--- config.mk ---
export PLATFORM = sky130hd
export DESIGN_NAME = des_round
export DESIGN_NICKNAME = d
export VERILOG_FILES = /design/src/rtl/des_round_pkg.sv /design/src/rtl/des_sbox.sv /design/src/rtl/des_feistel_f.sv /design/src/rtl/des_round.sv
export VERILOG_INCLUDE_DIRS = /design/src /design/src/rtl
export SDC_FILE = /design/constraint.sdc
export NUM_CORES = 1
export LEC_CHECK = 0
export ABC_AREA = 1
export BUFFER_PORTS_ARGS = -buffer_cell sky130_fd_sc_hd__buf_2
export CORE_MARGIN = 2
export CORE_UTILIZATION = 57
export CTS_CLUSTER_DIAMETER = 40
export DETAILED_ROUTE_END_ITERATION = 10
export PLACE_DENSITY = 0.93
export SLEW_MARGIN = 20
export SYNTH_ARGS = -nofsm -noshare
export SYNTH_HDL_FRONTEND = slang
export SYNTH_SLANG_ARGS = --single-unit
--- constraint.sdc ---
create_clock -name Encryp_clk -period 1.4 [get_ports Encryp_clk]
set_clock_uncertainty 0.15 [all_clocks]
set_input_delay 0.28 -clock Encryp_clk [delete_from_list [all_inputs] [get_ports Encryp_clk]]
set_output_delay 0.28 -clock Encryp_clk [all_outputs]
set_load 0.005 [all_outputs]
--- src/rtl/des_round_cfg.svh ---
`ifndef DES_ROUND_CFG_SVH
`define DES_ROUND_CFG_SVH

////////////////////////////////////////////////////////////
// block and key widths
////////////////////////////////////////////////////////////

// one half of the 64-bit block
`define DES_HALF_W      32
// round subkey, same width as the expanded half
`define DES_KEY_W       48

////////////////////////////////////////////////////////////
// substitution stage
////////////////////////////////////////////////////////////

`define DES_SBOX_COUNT  8
`define DES_SBOX_IN_W   6
`define DES_SBOX_OUT_W  4

`endif

--- src/rtl/des_round_pkg.sv ---
package des_round_pkg;

`include "des_round_cfg.svh"

  ////////////////////////////////////////////////////////////
  // block data
  ////////////////////////////////////////////////////////////

  typedef logic [`DES_HALF_W-1:0] half_t;

  typedef logic [`DES_KEY_W-1:0] subkey_t;

  // left half in the upper 32 bits
  typedef struct packed {
    half_t l;
    half_t r;
  } round_data_t;

  ////////////////////////////////////////////////////////////
  // s-box words
  ////////////////////////////////////////////////////////////

  // outer bits pick the row, inner four bits the column
  typedef struct packed {
    logic                       row_hi;
    logic [`DES_SBOX_IN_W-3:0]  col;
    logic                       row_lo;
  } sbox_sel_t;

  // raw slice as cut from the mixed word, or its table select view
  typedef union packed {
    logic [`DES_SBOX_IN_W-1:0]  raw;
    sbox_sel_t                  sel;
  } sbox_in_u;

  typedef logic [`DES_SBOX_OUT_W-1:0] sbox_out_t;

endpackage

--- src/rtl/des_sbox.sv ---
`timescale 1ns/1ps

module des_sbox #(
  parameter int BOX_INDEX = 1
) (
  input  des_round_pkg::sbox_in_u  sbox_in,
  output des_round_pkg::sbox_out_t sbox_out
);
  import des_round_pkg::*;

  ////////////////////////////////////////////////////////////
  // standard tables
  ////////////////////////////////////////////////////////////

  // one 64-bit word per row, column 0 in the top nibble
  localparam sbox_out_t [1:8][0:3][0:15] SBOX_ALL = {
    // s1
    64'hE4D12FB83A6C5907,
    64'h0F74E2D1A6CB9538,
    64'h41E8D62BFC973A50,
    64'hFC8249175B3EA06D,
    // s2
    64'hF18E6B34972DC05A,
    64'h3D47F28EC01A69B5,
    64'h0E7BA4D158C6932F,
    64'hD8A13F42B67C05E9,
    // s3
    64'hA09E63F51DC7B428,
    64'hD709346A285ECBF1,
    64'hD6498F30B12C5AE7,
    64'h1AD069874FE3B52C,
    // s4
    64'h7DE3069A1285BC4F,
    64'hD8B56F03472C1AE9,
    64'hA690CB7DF13E5284,
    64'h3F06A1D8945BC72E,
    // s5
    64'h2C417AB6853FD0E9,
    64'hEB2C47D150FA3986,
    64'h421BAD78F9C5630E,
    64'hB8C71E2D6F09A453,
    // s6
    64'hC1AF92680D34E75B,
    64'hAF427C9561DE0B38,
    64'h9EF528C3704A1DB6,
    64'h432C95FABE17608D,
    // s7
    64'h4B2EF08D3C975A61,
    64'hD0B7491AE35C2F86,
    64'h14BDC37EAF680592,
    64'h6BD814A7950FE23C,
    // s8
    64'hD2846FB1A93E50C7,
    64'h1FD8A374C56B0E92,
    64'h7B419CE206ADF358,
    64'h21E74A8DFC90356B
  };

  // table of this instance only
  localparam sbox_out_t [0:3][0:15] TABLE = SBOX_ALL[BOX_INDEX];

  ////////////////////////////////////////////////////////////
  // lookup
  ////////////////////////////////////////////////////////////

  logic [1:0] row;

  // first and last input bits form the row number
  assign row = {sbox_in.sel.row_hi, sbox_in.sel.row_lo};

  assign sbox_out = TABLE[row][sbox_in.sel.col];

endmodule

--- src/rtl/des_feistel_f.sv ---
`timescale 1ns/1ps
`include "des_round_cfg.svh"

module des_feistel_f (
  input  des_round_pkg::half_t   r_half,
  input  des_round_pkg::subkey_t subkey,
  output des_round_pkg::half_t   f_out
);
  import des_round_pkg::*;

  ////////////////////////////////////////////////////////////
  // permutation orders
  ////////////////////////////////////////////////////////////

  // bit numbers as in the standard, bit 1 is the msb
  localparam logic [0:`DES_KEY_W-1][5:0] E_ORDER = {
    6'd32, 6'd1,  6'd2,  6'd3,  6'd4,  6'd5,
    6'd4,  6'd5,  6'd6,  6'd7,  6'd8,  6'd9,
    6'd8,  6'd9,  6'd10, 6'd11, 6'd12, 6'd13,
    6'd12, 6'd13, 6'd14, 6'd15, 6'd16, 6'd17,
    6'd16, 6'd17, 6'd18, 6'd19, 6'd20, 6'd21,
    6'd20, 6'd21, 6'd22, 6'd23, 6'd24, 6'd25,
    6'd24, 6'd25, 6'd26, 6'd27, 6'd28, 6'd29,
    6'd28, 6'd29, 6'd30, 6'd31, 6'd32, 6'd1
  };

  localparam logic [0:`DES_HALF_W-1][5:0] P_ORDER = {
    6'd16, 6'd7,  6'd20, 6'd21, 6'd29, 6'd12, 6'd28, 6'd17,
    6'd1,  6'd15, 6'd23, 6'd26, 6'd5,  6'd18, 6'd31, 6'd10,
    6'd2,  6'd8,  6'd24, 6'd14, 6'd32, 6'd27, 6'd3,  6'd9,
    6'd19, 6'd13, 6'd30, 6'd6,  6'd22, 6'd11, 6'd4,  6'd25
  };

  subkey_t expanded;
  subkey_t mixed;
  half_t   sbox_cat;

  ////////////////////////////////////////////////////////////
  // expansion and key mixing
  ////////////////////////////////////////////////////////////

  always_comb
  begin
    for (int i = 0; i < `DES_KEY_W; i++)
    begin
      expanded[`DES_KEY_W-1-i] = r_half[`DES_HALF_W - int'(E_ORDER[i])];
    end
  end

  assign mixed = expanded ^ subkey;

  ////////////////////////////////////////////////////////////
  // substitution
  ////////////////////////////////////////////////////////////

  // box 1 takes the top six bits and fills the top nibble
  for (genvar g = 0; g < `DES_SBOX_COUNT; g++)
  begin : g_sbox
    sbox_in_u slice;

    assign slice.raw = mixed[`DES_KEY_W-1-g*`DES_SBOX_IN_W -: `DES_SBOX_IN_W];

    des_sbox #(
      .BOX_INDEX (g + 1)
    ) u_sbox (
      .sbox_in  (slice),
      .sbox_out (sbox_cat[`DES_HALF_W-1-g*`DES_SBOX_OUT_W -: `DES_SBOX_OUT_W])
    );
  end

  // p permutation of the joined box outputs
  always_comb
  begin
    for (int i = 0; i < `DES_HALF_W; i++)
    begin
      f_out[`DES_HALF_W-1-i] = sbox_cat[`DES_HALF_W - int'(P_ORDER[i])];
    end
  end

endmodule

--- src/rtl/des_round.sv ---
`timescale 1ns/1ps

module des_round (
  input  logic                       Encryp_clk,
  input  logic                       Encryp_rst_n,
  input  logic                       in_valid,
  output logic                       in_ready,
  input  des_round_pkg::round_data_t in_data,
  input  des_round_pkg::subkey_t     in_subkey,
  output logic                       out_valid,
  input  logic                       out_ready,
  output des_round_pkg::round_data_t out_data
);
  import des_round_pkg::*;

  half_t       f_out;
  round_data_t next_data;
  logic        in_fire;

  ////////////////////////////////////////////////////////////
  // handshake
  ////////////////////////////////////////////////////////////

  // room when empty or when the held item leaves this cycle
  assign in_ready = !out_valid || out_ready;
  assign in_fire  = in_valid && in_ready;

  ////////////////////////////////////////////////////////////
  // feistel combine
  ////////////////////////////////////////////////////////////

  des_feistel_f u_feistel_f (
    .r_half (in_data.r),
    .subkey (in_subkey),
    .f_out  (f_out)
  );

  // halves swap, new right half carries the f result
  assign next_data.l = in_data.r;
  assign next_data.r = in_data.l ^ f_out;

  ////////////////////////////////////////////////////////////
  // output register
  ////////////////////////////////////////////////////////////

  always_ff @(posedge Encryp_clk or negedge Encryp_rst_n)
  begin
    if (!Encryp_rst_n)
    begin
      out_valid <= 1'b0;
      out_data  <= '0;
    end
    else if (in_fire)
    begin
      out_valid <= 1'b1;
      out_data  <= next_data;
    end
    else if (out_ready)
    begin
      // drained with nothing behind it
      out_valid <= 1'b0;
    end
  end

endmodule

==> results_dict.tcl, run 1 <==
set metrics [dict create \
    error_line "[ERROR DPL-0038] Utilization greater than 100%, impossible to legalize" \
    io_buffers 181 \
    haltStage "global routing" \
    syn_inst 1485 \
    rows 44 \
    synth.area.top_cells "nand2_1 32%, nand3_1 23%, dfrtp_1 19%" \
    gp_congestion 1.02 \
    syn-num-nets 1664 \
    die_w_um 125 \
    worstEndpointType "sequential cell input" \
    die_height_um 125 \
    postGrtWorstEndpoint "out_data[30]$_DFFE_PN0P_/D" \
    grt_max_degree 66 \
    yosysTopAreaCellShare 0.324 \
    dpl.hpwl_um 21000 \
    ys_warn_count 0 \
    outcome "stopped before the end" \
    synth_seq_cells 65 \
    syn_area_per_cell_um2 5.65 \
    ctsLongestPathBuffers 2 \
    numCtsBuffers 9 \
    cts_sinks 65 \
    io_pins 182 \
    synth_cell_types 24 \
    start_util 0.580 \
    dpl-instance-area_um2 11500 \
    h-tree-depth 3 \
    cts-root-buf "clkbuf_16" \
    synth_area_um2 8390 \
    yosysTopAreaCell "nand2_1" \
    synth_seq_area_share 0.194 \
]
## through the flow
stage                     setup slack, ps  TNS [ps]  instances  utilization  hold WS [ps]
after CTS                            -118     -1210       1936        0.886          13.5
after detailed placement             -614    -16610       1911        0.795           172
after global placement               -524    -14740       1911        0.795           173
after floorplan                      -197     -4390       1485            -          -166
## synth_stat cells (all sizes together)
library cell / instances
clkinv: 1
or2: 1
dfrtp: 65
inv: 137
nand3: 379
buf: 37
xor2: 8
nand4: 2
ha: 63
a21oi: 4
nor2: 3
nand3b: 4
clkbuf: 9
o21ai: 22
xnor2: 23
nand2: 727
## cell families after synthesis
| family | Yosys count | synth area share |
|---|---|---|
| and+or+nand+nor | 1116 | 0.559 |
| buffers and inverters | 184 | 0.0927 |
| adders and majority gates | 63 | 0.0939 |
| AOI/OAI and AO/OA | 26 | 0.0155 |
| xor gates and xnor gates | 31 | 0.0453 |
| DFF | 65 | 0.194 |
## repair_timing
action | CTS
resized for setup | 237
hold buffers | 1
setup buffers | 9
pin swaps | 134
endpoints found under the hold margin | 65
setup endpoints to repair | 33
gates cloned | 1
==> run 2, diff against run 1 <==
--- a/config.mk
+++ b/config.mk
@@ -9,10 +9,9 @@
 export ABC_AREA = 1
 export BUFFER_PORTS_ARGS = -buffer_cell sky130_fd_sc_hd__buf_2
 export CORE_MARGIN = 2
-export CORE_UTILIZATION = 57
-export CTS_CLUSTER_DIAMETER = 40
+export CORE_UTILIZATION = 40
 export DETAILED_ROUTE_END_ITERATION = 10
-export PLACE_DENSITY = 0.93
+export PLACE_DENSITY_LB_ADDON = 0.15
 export SLEW_MARGIN = 20
 export SYNTH_ARGS = -nofsm -noshare
 export SYNTH_HDL_FRONTEND = slang
==> results_dict.tcl, run 2 <==
set metrics [dict create \
    path_max_fanout 4 \
    p_int_uw 6220 \
    power_frac_comb 0.578 \
    stdcell_count 2071 \
    seq_power_share 0.219 \
    max_cap_viol_count 0 \
    setup_slack_ps -111 \
    cellPowerDensity_nw_per_um2 768 \
    min_path_cells 3 \
    h-tree-depth 3 \
    reg2reg_depth 7 \
    dpl.hpwl_um 21400 \
    synth_cell_types 24 \
    start_util 0.411 \
    n_fill_cell 1702 \
    syn_area_per_cell_um2 5.65 \
    ys.flop_type "dfrtp_1" \
    largest_register_ff_count 64 \
    setup_viol_count_final 26 \
    preCtsSetupSlack_ps -541 \
    timing.rr.start "out_valid" \
    io_pins 182 \
    multiInputGateArea_um2 8350 \
    fin_util 0.696 \
    die_area_um2 22200 \
    via_per_inst 5.19 \
    regArea_um2 1630 \
    drc 0 \
    synthTopCellsByCount "725 x nand2_1, 379 x nand3_1, 135 x inv_1" \
    drt_pass1_iterations 5 \
    grt_pass1_wl_um 47300 \
    floorplan.core_area_um2 20400 \
    wl_um 30200 \
    cts_sinks 65 \
    final_cell_mix "512 x nand2_1, 238 x nand3_1, 147 x buf_2, 134 x nand3_2, 132 x buf_4" \
    grt_max_degree 39 \
    critPathLaunchType "input pin" \
    synth.most_common_cell "nand2_1" \
    drive_gt1_frac 0.459 \
    min_path_type "in2reg" \
    hp-start "in_data[30]" \
    reg_top3 "out_data: 64 flops, out_valid: 1 flops" \
    yosysTopAreaCellShare 0.324 \
    numCtsBuffers 9 \
    peakVddDrop_mv 0.561 \
    hold_end "out_data[62]" \
    wire_per_inst_um 14.6 \
    num_vias 10700 \
    rrSetupSlack_ps 50 \
    synth_seq_cells 65 \
    die_w_um 149 \
    ctsLongestPathBuffers 2 \
    antenna_cells 0 \
    clkPwrFrac 0.203 \
    outcome "finished with violations" \
    p_leak_uw 0.00759 \
    layout.nets 1977 \
    worst_setup_path_end_kind "register" \
    cts-root-buf "clkbuf_16" \
    synth.area.top_cells "nand2_1 32%, nand3_1 23%, dfrtp_1 19%" \
    relSlewSlack 0.722 \
    gp_congestion 0.954 \
    ys_warn_count 0 \
    grt_pass1_vias 9833 \
    grt_antenna_before_repair 0 \
    globalRoute.totalOverflow 0 \
    worst_path_most_repeated_cell "nand2_1" \
    violations "negative setup slack" \
    path_clk_slew_ps 60 \
    crit_chain "buf_12 > xor2_4 > ha_4 > inv_6 > nand2_4 > nand3_2 > nand2_1 > nand2_1 > nand2_1 > nand2_2 > nand2_1 > nand2_1 > nand3_1 > nand2_1" \
    dp.cells 2020 \
    period_share 1.08 \
    area_growth_pct 69.5 \
    worstSkewPairLatency_ps 340 \
    cp_data_required_time_ps 1480 \
    r2r_end "out_data[18]" \
    crit_slowest_cell "ha_4" \
    p_sw_uw 4700 \
    synth_seq_area_share 0.194 \
    cp_data_arrival_time_ps 1590 \
    grt_setup_unrepaired "yes" \
    critical_path_class "in2reg" \
    final_common_cell "nand2_1" \
    synth_area_um2 8390 \
    synth_edf_count 0 \
    fin_crit_ps 1510 \
    tightest_slew_ps 417 \
    p_sw_frac 0.431 \
    cts_tree "done" \
    rows 52 \
    track_usage 0.258 \
    ant_nets 0 \
    drv_slew 0 \
    io_buffers 181 \
    final_hold_viol_count 0 \
    slowest_delay_ps 320 \
    fmax_mhz 662 \
    top_register "out_data" \
    drtIter0Drc 698 \
    die_height_um 149 \
    async_flop_share 1.00 \
    syn-num-nets 1664 \
    yosysTopAreaCell "nand2_1" \
    syn_inst 1485 \
]
[run 2: cell counts after synthesis]
Identical to the previous run, type by type.
[run 2: layout make-up]
cell class / count / area share
multi-input cells: 1236 / 0.587
repair buffers: 348 / 0.203
flip-flops and latches: 65 / 0.114
inverters: 138 / 0.0531
well taps: 270 / 0.0237
clock buffers: 11 / 0.0178
clock inverters: 3 / 0.00123
[run 2: how the worst max path moves through the flow]
stage / start / slack, ps / to
2_1_floorplan: in_subkey[30] / -200 / out_data[8]
3_3_place_gp: in_data[28] / -520 / out_data[4]
3_5_place_dp: in_data[4] / -540 / out_data[11]
4_1_cts: in_data[19] / -70 / out_data[16]
5_1_grt: in_subkey[30] / -210 / out_data[16]
6_report: in_subkey[30] / -110 / out_data[16]
[run 2: cell families (layout without fill, tap and decap cells)]
logic type               count (synthesis)  in the layout  synth area share
AO/OA/AOI/OAI                           26             26            0.0155
XOR/XNOR                                31             31            0.0453
adder cells (fa/ha/maj)                 63             63            0.0939
buffers and inverters                  184            500            0.0927
flip-flops                              65             65             0.194
AND/OR/NAND/NOR                       1116           1116             0.559
[run 2: through the flow]
step                hold WS (ps)  cell area, µm²  setup TNS [ps]  total power [µW]
global placement             117           11800          -15350              7540
detailed placement           118           11800          -15920              7570
floorplan                   -166            9540           -4390              5610
global route                26.5           14200           -4160             11700
finish                      16.3           14200           -1230             10900
CTS                         15.4           12800            -563             10200
[run 2: worst max-delay path: cells and delay by family]
family                   cells  cell delay (ps)
AND/OR/NAND/NOR             10              630
buffers and inverters        2              160
XOR/XNOR                     1              200
adder cells (fa/ha/maj)      1              320
[run 2: per-layer routing]
metal  wire [µm]  share of wire  up-vias  track usage
met3        1420          0.047       47       0.0266
met5           0              0        -            0
met1       13300           0.44     4973        0.354
li1            -              -     5374            -
met4         501          0.017        0       0.0638
met2       15000           0.50      355        0.436
[run 2: power groups by stage]
stage | logic (µW) | clock network, µW | registers, µW
after floorplan | 3160 | 0 | 2450
after global placement | 5130 | 0 | 2410
after detailed placement | 5160 | 0 | 2420
after CTS | 5500 | 2270 | 2390
after global routing | 6930 | 2320 | 2430
final | 6310 | 2220 | 2390
[run 2: timing repair]
action	CTS	global route
gates resized for setup	175	298
endpoints found under the setup margin	33	63
endpoints found under the hold margin	66	0
pin swaps	93	158
hold buffers	2	0
buffers inserted	8	27
Note: power is estimated with default switching activity, not from simulation.
